==> src/obi_mux_pkg.sv <==
/*
 * OBI mux shared definitions.
 * Channel widths and the packed A, R, request and response structs used on
 * both the subordinate and the manager side.
 */
`default_nettype none

package obi_mux_pkg;

  localparam int unsigned AddrWidth = 32;
  localparam int unsigned DataWidth = 32;
  localparam int unsigned IdWidth   = 4;

  // One request beat as presented by a manager.
  typedef struct packed {
    logic [AddrWidth-1:0]   addr;
    logic                   we;
    logic [DataWidth/8-1:0] be;
    logic [DataWidth-1:0]   wdata;
    logic [IdWidth-1:0]     aid;
  } obi_a_chan_t;

  // One response beat. The rid is passed through unchanged.
  typedef struct packed {
    logic [DataWidth-1:0] rdata;
    logic [IdWidth-1:0]   rid;
    logic                 err;
  } obi_r_chan_t;

  typedef struct packed {
    logic        req;
    obi_a_chan_t a;
  } obi_req_t;

  // There is no rready, so a response cannot be refused.
  typedef struct packed {
    logic        gnt;
    logic        rvalid;
    obi_r_chan_t r;
  } obi_rsp_t;

endpackage

`default_nettype wire
==> src/obi_mux.sv <==
/*
 * OBI request multiplexer.
 * Joins several subordinate ports onto one manager port and routes the
 * in-order responses back to the port that issued each request.
 */
`timescale 1ns/100ps
`default_nettype none

module obi_mux #(
  parameter int unsigned NumSbrPorts = 4,
  parameter int unsigned NumMaxTrans = 4
) (
  input  logic                                    clk_i,
  input  logic                                    reset_i,

  input  obi_mux_pkg::obi_req_t [NumSbrPorts-1:0] sbr_req_i,
  output obi_mux_pkg::obi_rsp_t [NumSbrPorts-1:0] sbr_rsp_o,

  output obi_mux_pkg::obi_req_t                   mgr_req_o,
  input  obi_mux_pkg::obi_rsp_t                   mgr_rsp_i
);

  import obi_mux_pkg::*;

  localparam int unsigned IdxWidth = $clog2(NumSbrPorts);

  if (NumSbrPorts < 2) begin : gen_ports_err
    $fatal(1, "obi_mux needs at least two subordinate ports");
  end
  if (NumMaxTrans < 1) begin : gen_trans_err
    $fatal(1, "obi_mux needs at least one outstanding transaction");
  end

  logic [NumSbrPorts-1:0]        sbr_req;
  logic [NumSbrPorts-1:0]        sbr_gnt;
  logic [NumSbrPorts-1:0]        sbr_rvalid;
  obi_a_chan_t [NumSbrPorts-1:0] sbr_a;
  obi_r_chan_t [NumSbrPorts-1:0] sbr_r;

  logic                arb_req;
  logic                mgr_req;
  logic                mgr_xfer;
  logic                fifo_full;
  logic                fifo_pop;
  logic [IdxWidth-1:0] sel_idx;
  logic [IdxWidth-1:0] head_idx;
  obi_a_chan_t         mgr_a;

  for (genvar i = 0; i < NumSbrPorts; i++) begin : gen_sbr
    assign sbr_req[i]          = sbr_req_i[i].req;
    assign sbr_a[i]            = sbr_req_i[i].a;
    assign sbr_rsp_o[i].gnt    = sbr_gnt[i];
    assign sbr_rsp_o[i].rvalid = sbr_rvalid[i];
    assign sbr_rsp_o[i].r      = sbr_r[i];
  end

  // No new request goes out while NumMaxTrans responses are pending.
  assign mgr_req       = arb_req & ~fifo_full;
  assign mgr_xfer      = mgr_req & mgr_rsp_i.gnt;
  assign mgr_req_o.req = mgr_req;
  assign mgr_req_o.a   = mgr_a;

  obi_rr_arbiter #(
    .NumSbrPorts ( NumSbrPorts )
  ) i_rr_arb (
    .clk_i   ( clk_i    ),
    .reset_i ( reset_i  ),
    .req_i   ( sbr_req  ),
    .a_i     ( sbr_a    ),
    .gnt_o   ( sbr_gnt  ),
    .req_o   ( arb_req  ),
    .a_o     ( mgr_a    ),
    .idx_o   ( sel_idx  ),
    .gnt_i   ( mgr_xfer )
  );

  obi_id_fifo #(
    .NumSbrPorts ( NumSbrPorts ),
    .NumMaxTrans ( NumMaxTrans )
  ) i_id_fifo (
    .clk_i   ( clk_i     ),
    .reset_i ( reset_i   ),
    .push_i  ( mgr_xfer  ),
    .idx_i   ( sel_idx   ),
    .full_o  ( fifo_full ),
    .pop_i   ( fifo_pop  ),
    .idx_o   ( head_idx  )
  );

  obi_rsp_router #(
    .NumSbrPorts ( NumSbrPorts )
  ) i_rsp_router (
    .mgr_rsp_i    ( mgr_rsp_i.r      ),
    .mgr_rvalid_i ( mgr_rsp_i.rvalid ),
    .head_idx_i   ( head_idx         ),
    .rvalid_o     ( sbr_rvalid       ),
    .r_o          ( sbr_r            ),
    .pop_o        ( fifo_pop         )
  );

endmodule

`default_nettype wire

==> src/obi_rsp_router.sv <==
/*
 * Response router of the OBI mux.
 * Steers each manager response to the port at the head of the index
 * FIFO and releases that entry.
 */
`timescale 1ns/100ps
`default_nettype none

module obi_rsp_router #(
  parameter int unsigned NumSbrPorts = 4
) (
  input  obi_mux_pkg::obi_r_chan_t                   mgr_rsp_i,
  input  logic                                       mgr_rvalid_i,
  input  logic [$clog2(NumSbrPorts)-1:0]             head_idx_i,

  output logic [NumSbrPorts-1:0]                     rvalid_o,
  output obi_mux_pkg::obi_r_chan_t [NumSbrPorts-1:0] r_o,
  output logic                                       pop_o
);

  localparam int unsigned IdxWidth = $clog2(NumSbrPorts);

  // The R payload goes to every port. Only the owner sees rvalid.
  for (genvar i = 0; i < NumSbrPorts; i++) begin : gen_port
    assign rvalid_o[i] = mgr_rvalid_i && (head_idx_i == IdxWidth'(i));
    assign r_o[i]      = mgr_rsp_i;
  end

  // Responses arrive in grant order, one entry per rvalid.
  assign pop_o = mgr_rvalid_i;

endmodule

`default_nettype wire

==> src/obi_id_fifo.sv <==
/*
 * Index FIFO of the OBI mux.
 * Stores the port index of each granted transfer in grant order and
 * limits the number of transfers still waiting for a response.
 */
`timescale 1ns/100ps
`default_nettype none

module obi_id_fifo #(
  parameter int unsigned NumSbrPorts = 4,
  parameter int unsigned NumMaxTrans = 4
) (
  input  logic                           clk_i,
  input  logic                           reset_i,

  input  logic                           push_i,
  input  logic [$clog2(NumSbrPorts)-1:0] idx_i,
  output logic                           full_o,

  input  logic                           pop_i,
  output logic [$clog2(NumSbrPorts)-1:0] idx_o
);

  localparam int unsigned IdxWidth = $clog2(NumSbrPorts);
  localparam int unsigned PtrWidth = (NumMaxTrans > 1) ? $clog2(NumMaxTrans) : 1;
  localparam int unsigned CntWidth = $clog2(NumMaxTrans + 1);

  logic [IdxWidth-1:0] mem_q [NumMaxTrans];
  logic [PtrWidth-1:0] wr_ptr_q;
  logic [PtrWidth-1:0] rd_ptr_q;
  logic [CntWidth-1:0] count_q;
  logic                empty;

  function automatic logic [PtrWidth-1:0] next_ptr(input logic [PtrWidth-1:0] ptr);
    if (ptr == PtrWidth'(NumMaxTrans - 1)) begin
      return '0;
    end
    return ptr + 1'b1;
  endfunction

  assign full_o = (count_q == CntWidth'(NumMaxTrans));
  assign empty  = (count_q == '0);

  // The head is read from storage, so a push shows up one cycle later.
  assign idx_o = mem_q[rd_ptr_q];

  always_ff @(posedge clk_i) begin
    if (reset_i) begin
      wr_ptr_q <= '0;
      rd_ptr_q <= '0;
      count_q  <= '0;
    end else begin
      if (push_i) begin
        wr_ptr_q <= next_ptr(wr_ptr_q);
      end
      if (pop_i) begin
        rd_ptr_q <= next_ptr(rd_ptr_q);
      end
      if (push_i && !pop_i) begin
        count_q <= count_q + 1'b1;
      end else if (pop_i && !push_i) begin
        count_q <= count_q - 1'b1;
      end
    end
  end

  always_ff @(posedge clk_i) begin
    if (push_i) begin
      mem_q[wr_ptr_q] <= idx_i;
    end
  end

  // The top level removes the manager request while full.
  no_push_when_full : assert property (
    @(posedge clk_i) disable iff (reset_i) push_i |-> !full_o
  ) else $error("Push into a full index FIFO.");

  // A response without an outstanding transfer breaks the in-order routing.
  no_pop_when_empty : assert property (
    @(posedge clk_i) disable iff (reset_i) pop_i |-> !empty
  ) else $error("Pop from an empty index FIFO.");

endmodule

`default_nettype wire

==> src/obi_rr_arbiter.sv <==
/*
 * Round-robin arbiter for the OBI mux A channels.
 * Picks one requesting port, holds that choice until it is granted and
 * then moves the priority pointer to one past the granted port.
 */
`timescale 1ns/100ps
`default_nettype none

module obi_rr_arbiter #(
  parameter int unsigned NumSbrPorts = 4
) (
  input  logic                                         clk_i,
  input  logic                                         reset_i,

  input  logic [NumSbrPorts-1:0]                       req_i,
  input  obi_mux_pkg::obi_a_chan_t [NumSbrPorts-1:0]   a_i,
  output logic [NumSbrPorts-1:0]                       gnt_o,

  output logic                                         req_o,
  output obi_mux_pkg::obi_a_chan_t                     a_o,
  output logic [$clog2(NumSbrPorts)-1:0]               idx_o,
  input  logic                                         gnt_i
);

  localparam int unsigned IdxWidth = $clog2(NumSbrPorts);

  logic [IdxWidth-1:0] rr_q;
  logic                lock_q;
  logic [IdxWidth-1:0] lock_idx_q;

  logic                found;
  logic [IdxWidth-1:0] found_idx;
  logic [IdxWidth-1:0] sel_idx;

  // Search upwards from the pointer, wrapping at the last port.
  always_comb begin : proc_search
    int unsigned cand;
    found     = 1'b0;
    found_idx = rr_q;
    for (int unsigned i = 0; i < NumSbrPorts; i++) begin
      cand = int'(rr_q) + i;
      if (cand >= NumSbrPorts) begin
        cand = cand - NumSbrPorts;
      end
      if (!found && req_i[cand]) begin
        found     = 1'b1;
        found_idx = cand[IdxWidth-1:0];
      end
    end
  end

  // A choice that waited for a grant stays selected, even if a port
  // with higher priority starts requesting meanwhile.
  assign sel_idx = lock_q ? lock_idx_q : found_idx;
  assign req_o   = lock_q ? req_i[lock_idx_q] : found;
  assign a_o     = a_i[sel_idx];
  assign idx_o   = sel_idx;

  always_comb begin
    gnt_o = '0;
    for (int unsigned i = 0; i < NumSbrPorts; i++) begin
      if (sel_idx == IdxWidth'(i)) begin
        gnt_o[i] = req_o & gnt_i;
      end
    end
  end

  always_ff @(posedge clk_i) begin
    if (reset_i) begin
      rr_q   <= '0;
      lock_q <= 1'b0;
    end else begin
      lock_q <= req_o & ~gnt_i;
      if (req_o && gnt_i) begin
        if (sel_idx == IdxWidth'(NumSbrPorts - 1)) begin
          rr_q <= '0;
        end else begin
          rr_q <= sel_idx + 1'b1;
        end
      end
    end
  end

  // Index of the choice that waits for its grant.
  always_ff @(posedge clk_i) begin
    lock_idx_q <= sel_idx;
  end

  // A waiting subordinate must keep its A channel, so the manager sees a
  // stable request.
  a_stable_while_waiting : assert property (
    @(posedge clk_i) disable iff (reset_i)
    req_o && !gnt_i |=> $stable(a_o)
  ) else $error("A channel changed while waiting for a grant.");

endmodule

`default_nettype wire

==> config.mk <==
export PLATFORM = sky130hd
export DESIGN_NAME = obi_mux
export DESIGN_NICKNAME = d
export VERILOG_FILES = /design/src/obi_mux_pkg.sv /design/src/obi_mux.sv /design/src/obi_rsp_router.sv /design/src/obi_id_fifo.sv /design/src/obi_rr_arbiter.sv
export SDC_FILE = /design/constraint.sdc
export NUM_CORES = 1
export LEC_CHECK = 0
export BUFFER_PORTS_ARGS = -buffer_cell sky130_fd_sc_hd__buf_4
export CORE_AREA = 2 2 221 223
export DETAILED_ROUTE_END_ITERATION = 6
export DIE_AREA = 0 0 223 225
export SLEW_MARGIN = 20
export SYNTH_ARGS = -nofsm -noshare
export SYNTH_HDL_FRONTEND = slang
export SYNTH_HIERARCHICAL = 1
export SYNTH_SLANG_ARGS = --single-unit
==> constraint.sdc <==
create_clock -name clk_i -period 3.05 [get_ports clk_i]
set_clock_uncertainty 0.1 [all_clocks]
set_input_delay 0.305 -clock clk_i [delete_from_list [all_inputs] [get_ports clk_i]]
set_output_delay 0.305 -clock clk_i [all_outputs]
set_load 0.01 [all_outputs]
==> results.yml, run 1 <==
sta:
  hold_violations: 0
  slew_headroom: 0.657
  setup_tns_ns: 0
  rsz0062_at_grt: "yes"
  max_freq_mhz: 336
  post-route-period-util: 0.975
  worst_slew_pin_slew_ns: 0.514
  min_period_ns: 2.97
  setup_viol: 0
  slew_violations: 0
  fin_ws_ns: 0.0751
power:
  p_int_mw: 2.83
  p_sw_frac: 0.427
  finalPower_mw: 4.95
  ir_worst_vdd_mv: 0.316
  p_seq_frac: 0.095
  p_sw_mw: 2.11
  pwr-share-clk: 0.073
  powerDensity_nw_per_um2: 673
  p_comb_frac: 0.832
  leakagePower_nw: 3.85
floorplanning:
  die_x_um: 223
  initial_core_util: 0.100
  ioPinCount: 567
  die_area_um2: 50200
  fp-row-count: 80
  die_y_um: 225
  core-area_um2: 47500
setup_path:
  critPathKind: "flop to output port"
  crit_path_top_delay_cell: "o41a_2"
  cp.required_ns: 2.64
  critPathBufInv: 4
  critPathMostFrequentCell: "buf_4"
  path_delay_family: "buffers and inverters"
  arrival_ns: 2.57
  cp-start-kind: "flop"
  critPathMaxFanout: 51
  crit_path_end_kind: "output port"
  path_cells: "buf_4, nor2b_1, o21a_1, o41a_2, buf_16, buf_4, mux2i_2, mux2i_1, buf_4"
  cpPeakStageDelay_ns: 0.51
logic_synthesis:
  synth.area.mux_share: 0.489
  post_synth.cell_area_avg_um2: 9.33
  synth_warnings: 6
  synthCells: 511
  ys_ff_latch: 22
  synth_area_um2: 4770
  synth_xor_area_frac: 0.00367
  synth-adder-area-share: 0.0199
  ys_seq_area_frac: 0.109
  synth-simple-area-share: 0.0564
  synth_cell_types: 39
  synth_top_family_by_area: "multiplexers"
  synth_compound_area_frac: 0.0307
  synth_fp_nets: 855
detailed_routing:
  vias_per_cell: 3.25
  drt_wl_total_um: 20000
  routed-via-count: 4408
  wl_per_cell_um: 14.8
  antenna_left: 0
  drc_errors: 0
  drtPass1Iterations: 4
  first_iter_violations: 154
cells_and_area:
  finalNetCount: 1080
  fin_area_um2: 7350
  area_growth_pct: 54.1
  num-fill-cells: 5360
  drive_above_1_share: 0.565
  final_util: 0.155
grt:
  antenna_found_initial: 9
  grt_max_degree: 52
  groute.usage.overall: 0.0742
  grt_pass1_vias: 4538
  grt_pass1_wl_um: 28100
  grt_overflow: 0
placement:
  post_dp_cell_area_um2: 7200
  dp_hpwl_um: 17900
  pre_cts_slack_ns: 0.0971
  gp_congestion: 0.818
  port-buffer-count: 381
clocking:
  clock_latency_ns: 0.25
  ctsHtreeMaxLevel: 1
  cts_buffers: 3
  clock-sinks: 22
  clockBufferDepth: 2
  cts_hold_buf: 0
  cts.clk_slew.worst_paths_ns: 0.06
  cts.root.buffer_cell: "clkbuf_16"
  cts_tree: "done"
run:
  timing.max_cap.violations: 0
run_status:
  status: "completed"
min_path:
  hp-class: "primary input to flop"
==> logic make-up after synthesis <==
family / Yosys count
flops: 22
fa+ha+maj: 7
buf+inv: 184
simple gates: 46
xor+xnor: 2
mux: 228
compound gates: 22
==> through the flow <==
step / instances / hold WS, ns
final: 1355 / 0.202
after global routing: 1353 / 0.204
after CTS: 1349 / 0.192
after detailed placement: 1345 / 0.377
after global placement: 1345 / 0.376
after floorplan: 511 / 0.274
==> per-layer routing <==
layer / part of all wire / vias up / routed length (um) / track usage
met2: 0.46 / 327 / 9220 / 0.116
met4: 0.017 / 6 / 342 / 0.0227
met3: 0.12 / 17 / 2460 / 0.0329
li1: - / 2109 / - / -
met1: 0.40 / 1949 / 7960 / 0.0910
met5: 0.0020 / - / 41 / 0.00489
==> synthesized netlist by cell type <==
master,count,share of area
dfxtp_1,14,0.059
a211o_1,1,0.0018
xor2_1,2,0.0037
fa_1,1,0.0042
nor3_1,2,0.0021
a311oi_1,1,0.0018
nor2_1,11,0.0087
o41a_1,1,0.0024
and3b_1,3,0.0055
nand2b_1,3,0.0039
a21o_1,1,0.0016
or3_1,1,0.0013
nor2b_1,5,0.0066
buf_4,152,0.24
o21a_1,1,0.0016
o22ai_1,1,0.0013
and3_1,1,0.0013
a21bo_1,1,0.0021
inv_2,1,0.00079
and2_1,7,0.0092
o21ai_1,1,0.0010
a21bo_2,1,0.0021
a21oi_1,9,0.0094
nor3b_1,5,0.0079
edfxtp_1,8,0.050
buf_2,11,0.012
and3_2,1,0.0016
mux4_2,4,0.019
nor3b_2,1,0.0026
o22a_1,1,0.0018
o21ai_0,2,0.0021
nor4_1,1,0.0013
ha_1,6,0.016
inv_1,5,0.0039
mux2i_1,224,0.47
a21boi_1,1,0.0016
nand3_1,2,0.0021
nand2_1,3,0.0024
buf_6,15,0.035
==> state kept, by name (all words and copies together) (netlist names), named ones only <==
| register | flops |
|---|---|
| i_id_fifo/mem_q | 8 |
| i_id_fifo/count_q | 3 |
| i_rr_arb/lock_idx_q | 2 |
| i_id_fifo/wr_ptr_q | 2 |
| i_id_fifo/rd_ptr_q | 2 |
| i_rr_arb/rr_q | 2 |
| i_rr_arb/lock_q | 1 |
==> power by group through the flow <==
| stage | Combinational [mW] | Clock [mW] | Sequential (mW) |
|---|---|---|---|
| after detailed placement | 4.12 | 0 | 0.470 |
| after global placement | 4.09 | 0 | 0.466 |
| after CTS | 4.14 | 0.372 | 0.467 |
| after floorplan | 2.79 | 0 | 0.447 |
| final | 4.12 | 0.362 | 0.467 |
| after global routing | 4.42 | 0.380 | 0.478 |
==> worst paths after layout <==
| kind | start | to | slack, ns | depth (start not counted) |
|---|---|---|---|---|
| worst max-delay path | i_rr_arb/rr_q[1]$_SDFFE_PP0P_ | mgr_req_o[8] | 0.08 | 9 |
| worst min-delay path | reset_i | i_rr_arb/rr_q[1]$_SDFFE_PP0P_ | 0.20 | 2 |
| worst max register to register | i_rr_arb/rr_q[1]$_SDFFE_PP0P_ | i_id_fifo/count_q[2]$_SDFFE_PP0P_ | 0.12 | 11 |
| worst min register to register | i_id_fifo/count_q[2]$_SDFFE_PP0P_ | i_id_fifo/count_q[2]$_SDFFE_PP0P_ | 0.39 | 2 |
==> area by class of cell <==
cell class / count / area [um2] / area share
timing repair buffer: 398 / 3040 / 0.414
clock inverter: 1 / 30.0 / 0.00409
antenna: 5 / 12.5 / 0.00170
inverter: 6 / 22.5 / 0.00306
sequential: 22 / 524 / 0.0713
clock buffer: 3 / 75.1 / 0.0102
tap: 615 / 769 / 0.105
multi-input combinational: 305 / 2870 / 0.391
==> timing repair <==
item	4_1_cts	5_1_grt
buffers inserted	0	1
resized for setup	3	4
pin swaps	0	1
hold endpoints to repair	0	0
setup endpoints to repair	5	8
==> cell usage in the layout, fill, tap and decap left out, types with 2 or more instances in the layout <==
cell and count:
inv_1 5, nor3_1 2, diode_2 5, mux4_2 4
nor3b_1 5, and2_1 7, nand3_1 2, buf_6 2
edfxtp_1 8, xor2_1 2, nand2_1 2, a21oi_1 9
dfxtp_1 13, ha_1 6, nor2b_1 5, nor2_1 11
o21ai_0 2, and3b_1 2, buf_12 2, mux2i_1 223
buf_4 393, nand2b_1 3, clkbuf_16 3
Note: power is estimated with default switching activity, not from simulation.
==> run 2: changes to the inputs <==
Settings changed: CELL_PAD_IN_SITES_DETAIL_PLACEMENT set to 1, CELL_PAD_IN_SITES_GLOBAL_PLACEMENT set to 2, CORE_AREA 2 2 221 223 to 2 2 217 219, DIE_AREA 0 0 223 225 to 0 0 219 221, PLACE_DENSITY_LB_ADDON set to 0.1.
==> results.yml, run 2 (same netlist as run 1, synthesis figures left out) <==
cells_and_area:
  final_cell_mix: "buf_4 (391), mux2i_1 (222), dfxtp_1 (13)"
  drive_above_1_share: 0.566
  mostFrequentLayoutCell: "buf_4"
  largest_register: "i_id_fifo/mem_q"
  area_growth_pct: 55.7
  reg.largest.list: "i_id_fifo/mem_q (8), i_id_fifo/count_q (3)"
  antenna_cells: 0
  final_cells: 1344
  finalNetCount: 1082
  largest_reg_flops: 8
  num-fill-cells: 5453
setup_path:
  cp.required_ns: 2.64
  arrival_ns: 2.50
  reg2reg_depth: 12
  rrSetupSlack_ns: 0.27
  crit_path_top_delay_cell: "dfxtp_2"
  path_delay_family: "simple AND/OR/NAND/NOR gates"
  critPathMostFrequentCell: "and2_1"
  worst_r2r_endpoint: "i_id_fifo/count_q[2]$_SDFFE_PP0P_"
  critPathBufInv: 2
  path_cells: "buf_4, mux2i_1, nand3_1, a211o_1, and2_1, and3b_1, and2_1, and2_1, and3_1, buf_4"
  cp-start-kind: "flop"
  critPathKind: "flop to output port"
  critPathMaxFanout: 11
  r2r_start: "i_rr_arb/rr_q[1]$_SDFFE_PP0P_"
  cpPeakStageDelay_ns: 0.35
  crit_path_end_kind: "output port"
sta:
  rsz0062_at_grt: "no"
  worst_slew_pin_slew_ns: 0.439
  setup_tns_ns: 0
  slew_violations: 0
  min_period_ns: 2.91
  slew_headroom: 0.705
  hold_violations: 0
  post-route-period-util: 0.954
  setup_viol: 0
  max_freq_mhz: 344
detailed_routing:
  vias_per_cell: 3.33
  met2_length_um: 13200
  drtPass1Iterations: 4
  wl_per_cell_um: 17.6
  drt_wl_total_um: 23600
  routed-via-count: 4480
  wl_met1_um: 8000
  wl_met3_um: 2340
  drc_errors: 0
  antenna_left: 0
  first_iter_violations: 107
  highest_layer: "met4"
grt:
  antenna_found_initial: 0
  grt_max_degree: 67
  groute.usage.overall: 0.0901
  grt_pass1_vias: 5189
  grt_overflow: 0
  grt_pass1_wl_um: 33200
min_path:
  whs_endpoint: "i_rr_arb/rr_q[0]$_SDFFE_PP0P_"
  min_from: "reset_i"
  hp-class: "primary input to flop"
  hold_path_depth: 2
power:
  leakagePower_nw: 3.89
  pwr-share-clk: 0.071
  p_int_mw: 2.95
  p_sw_mw: 2.30
  p_comb_frac: 0.841
  p_sw_frac: 0.438
  powerDensity_nw_per_um2: 707
  p_seq_frac: 0.089
  ir_worst_vdd_mv: 0.305
clocking:
  cts_tree: "done"
  cts.root.buffer_cell: "clkbuf_16"
  cts.clk_slew.worst_paths_ns: 0.06
  clock_latency_ns: 0.26
  ctsHtreeMaxLevel: 1
  clock-sinks: 22
  cts_hold_buf: 0
  clockBufferDepth: 2
  cts_buffers: 3
floorplanning:
  ioPinCount: 567
  core-area_um2: 46100
  die_area_um2: 48400
  fp-row-count: 79
  die_x_um: 219
  initial_core_util: 0.104
  die_y_um: 221
placement:
  dp.cells: 1337
  dp_hpwl_um: 20300
  gp_congestion: 0.758
  port-buffer-count: 381
run_status:
  status: "completed"
run:
  timing.max_cap.violations: 0
[run 2: cell types whose count changed in the layout (fill, tap and decap cells not counted), moves of 2 or more]
cell	before	now
diode_2	5	0
buf_12	2	4
buf_4	393	391
clkbuf_16	3	5
[run 2: metal layers]
metal	GRT usage	vias up
li1	-	2116
met1	0.0869	2089
met2	0.180	270
met3	0.0388	5
met4	0.00654	0
met5	0	-
[run 2: final cells by class]
cell class	instances	area, um2	share of cell area
clock buffer	3	75.1	0.0101
sequential	22	522	0.0703
inverter	6	22.5	0.00303
clock inverter	1	30.0	0.00404
multi-input combinational	305	2890	0.389
tap	607	759	0.102
timing repair buffer	400	3130	0.422
[run 2: timing repair]
action,in CTS,in global routing
setup endpoints to repair,0,26
gates resized for setup,0,7
buffers inserted,0,1
[run 2: worst max path at each step]
stage,cells after the start,end,startpoint,slack (ns)
3_3_place_gp,11,i_id_fifo/count_q[2]$_SDFFE_PP0P_,sbr_req_i[73],0.27
2_1_floorplan,11,i_id_fifo/count_q[2]$_SDFFE_PP0P_,i_rr_arb/rr_q[1]$_SDFFE_PP0P_,0.21
5_1_grt,10,sbr_rsp_o[155],i_rr_arb/rr_q[1]$_SDFFE_PP0P_,0.02
6_report,10,sbr_rsp_o[155],i_rr_arb/rr_q[1]$_SDFFE_PP0P_,0.14
4_1_cts,8,mgr_req_o[59],i_rr_arb/rr_q[1]$_SDFFE_PP0P_,0.03
3_5_place_dp,12,i_id_fifo/count_q[2]$_SDFFE_PP0P_,i_rr_arb/rr_q[1]$_SDFFE_PP0P_,0.25
[run 2: power by group through the flow]
stage	logic, mW	registers, mW	clock network (mW)
6_report	4.41	0.465	0.372
5_1_grt	4.81	0.481	0.393
4_1_cts	4.39	0.466	0.379
3_5_place_dp	4.37	0.473	0
3_3_place_gp	4.35	0.472	0
2_1_floorplan	2.79	0.447	0
[run 2: per-stage QoR]
step | setup WS (ns) | hold WS [ns] | utilization | power (mW) | area (um2)
global placement | 0.268 | 0.378 | 0.157 | 4.82 | 7230
CTS | 0.0266 | 0.213 | 0.159 | 5.23 | 7330
global route | 0.0152 | 0.230 | 0.161 | 5.68 | 7430
finish | 0.141 | 0.213 | 0.161 | 5.25 | 7430
detailed placement | 0.247 | 0.385 | 0.157 | 4.84 | 7230
floorplan | 0.207 | 0.274 | - | 3.23 | 4770
==> run 3: changes to the inputs <==
Settings changed: RECOVER_POWER set to 100.
==> results.yml, run 3 (same netlist as run 1, synthesis figures left out) <==
cells_and_area:
  antenna_cells: 0
  largest_register: "i_id_fifo/mem_q"
  reg.largest.list: "i_id_fifo/mem_q (8), i_id_fifo/count_q (3)"
  final_util: 0.155
  drive_above_1_share: 0.505
  finalNetCount: 1082
  largest_reg_flops: 8
  mostFrequentLayoutCell: "buf_4"
  final_cell_mix: "buf_4 (322), mux2i_1 (223), clkbuf_1 (42)"
  area_growth_pct: 50.0
setup_path:
  critPathMostFrequentCell: "and2_1"
  crit_path_top_delay_cell: "dfxtp_2"
  cp-start-kind: "flop"
  critPathBufInv: 2
  cp.required_ns: 2.64
  arrival_ns: 2.49
  path_delay_family: "simple AND/OR/NAND/NOR gates"
  cpPeakStageDelay_ns: 0.35
  critPathMaxFanout: 11
  critPathKind: "flop to output port"
  crit_path_end_kind: "output port"
  path_cells: "buf_4, mux2i_1, nand3_1, a211o_1, and2_1, and3b_1, and2_1, and2_1, and3_1, clkbuf_2"
detailed_routing:
  antenna_left: 0
  drtPass1Iterations: 4
  routed-via-count: 4477
  vias_per_cell: 3.33
  first_iter_violations: 91
  drc_errors: 0
  wl_per_cell_um: 17.5
  drt_wl_total_um: 23500
sta:
  hold_violations: 0
  setup_viol: 0
  slew_violations: 0
  slew_headroom: 0.705
  max_freq_mhz: 346
  rsz0062_at_grt: "no"
  min_period_ns: 2.89
  setup_tns_ns: 0
  post-route-period-util: 0.948
  worst_slew_pin_slew_ns: 0.440
placement:
  dp_hpwl_um: 20300
  gp_congestion: 0.758
  port-buffer-count: 381
clocking:
  cts_tree: "done"
  clock-sinks: 22
  clockBufferDepth: 2
  ctsHtreeMaxLevel: 1
  clock_latency_ns: 0.26
  cts_hold_buf: 0
  cts.root.buffer_cell: "clkbuf_16"
  cts.clk_slew.worst_paths_ns: 0.06
  cts_buffers: 3
floorplanning:
  initial_core_util: 0.104
  ioPinCount: 567
  die_x_um: 219
  core-area_um2: 46100
  fp-row-count: 79
  die_y_um: 221
  die_area_um2: 48400
power:
  powerDensity_nw_per_um2: 677
  ir_worst_vdd_mv: 0.301
  leakagePower_nw: 3.70
grt:
  groute.usage.overall: 0.0901
  grt_overflow: 0
  grt_max_degree: 67
  grt_pass1_vias: 5189
  antenna_found_initial: 0
  grt_pass1_wl_um: 33200
run:
  timing.max_cap.violations: 0
min_path:
  hp-class: "primary input to flop"
run_status:
  status: "completed"
[run 3: cell count changes in the layout (fill, tap and decap cells not counted), moves of 2 or more]
cell,previous run,this run
clkbuf_1,0,42
and2_1,7,3
and2_0,0,4
clkbuf_4,0,2
clkbuf_16,5,3
buf_8,0,2
clkbuf_2,0,25
buf_4,391,322
[run 3: final timing paths]
kind                            slack (ns)                                 to  cells after the start                              start
worst min register to register        0.39  i_id_fifo/count_q[2]$_SDFFE_PP0P_                      2  i_id_fifo/count_q[2]$_SDFFE_PP0P_
worst min-delay path                  0.21      i_rr_arb/rr_q[0]$_SDFFE_PP0P_                      2                            reset_i
worst max-delay path                  0.16                     sbr_rsp_o[155]                     10      i_rr_arb/rr_q[1]$_SDFFE_PP0P_
worst max register to register        0.28  i_id_fifo/count_q[2]$_SDFFE_PP0P_                     12      i_rr_arb/rr_q[1]$_SDFFE_PP0P_
[run 3: stage by stage]
step	instance area [um2]	instances	setup slack [ns]	total power, mW	hold WS, ns
after floorplan	4770	511	0.207	3.23	0.274
after global placement	7230	1337	0.268	4.82	0.378
after detailed placement	7230	1337	0.247	4.84	0.385
after CTS	7330	1341	0.0266	5.23	0.213
after global routing	7150	1344	0.0200	5.27	0.230
final	7150	1344	0.159	4.84	0.213
[run 3: final cells by class]
cell class,instances,area (um2)
clock buffer,3,75.1
clock inverter,1,30.0
fill,5488,38900
inverter,6,22.5
multi-input combinational,305,2870
sequential,22,522
tap,607,759
timing repair buffer,400,2880
[run 3: power by group]
part | switching, mW | internal, mW
combinational | 2.08 | 1.92
sequential | 0.0678 | 0.397
clock | 0.110 | 0.261
[run 3: what timing repair did]
action                                  4_1_cts  5_1_grt
setup buffers                                 0        1
gates resized for setup                       0        7
endpoints found under the setup margin        0       26
[run 3: layer usage]
metal / vias up / global-route usage / share of wire
li1: 2113 / - / -
met1: 2093 / 0.0869 / 0.34
met2: 266 / 0.180 / 0.56
met3: 5 / 0.0388 / 0.098
met4: 0 / 0.00654 / 0.0038
met5: - / 0 / 0
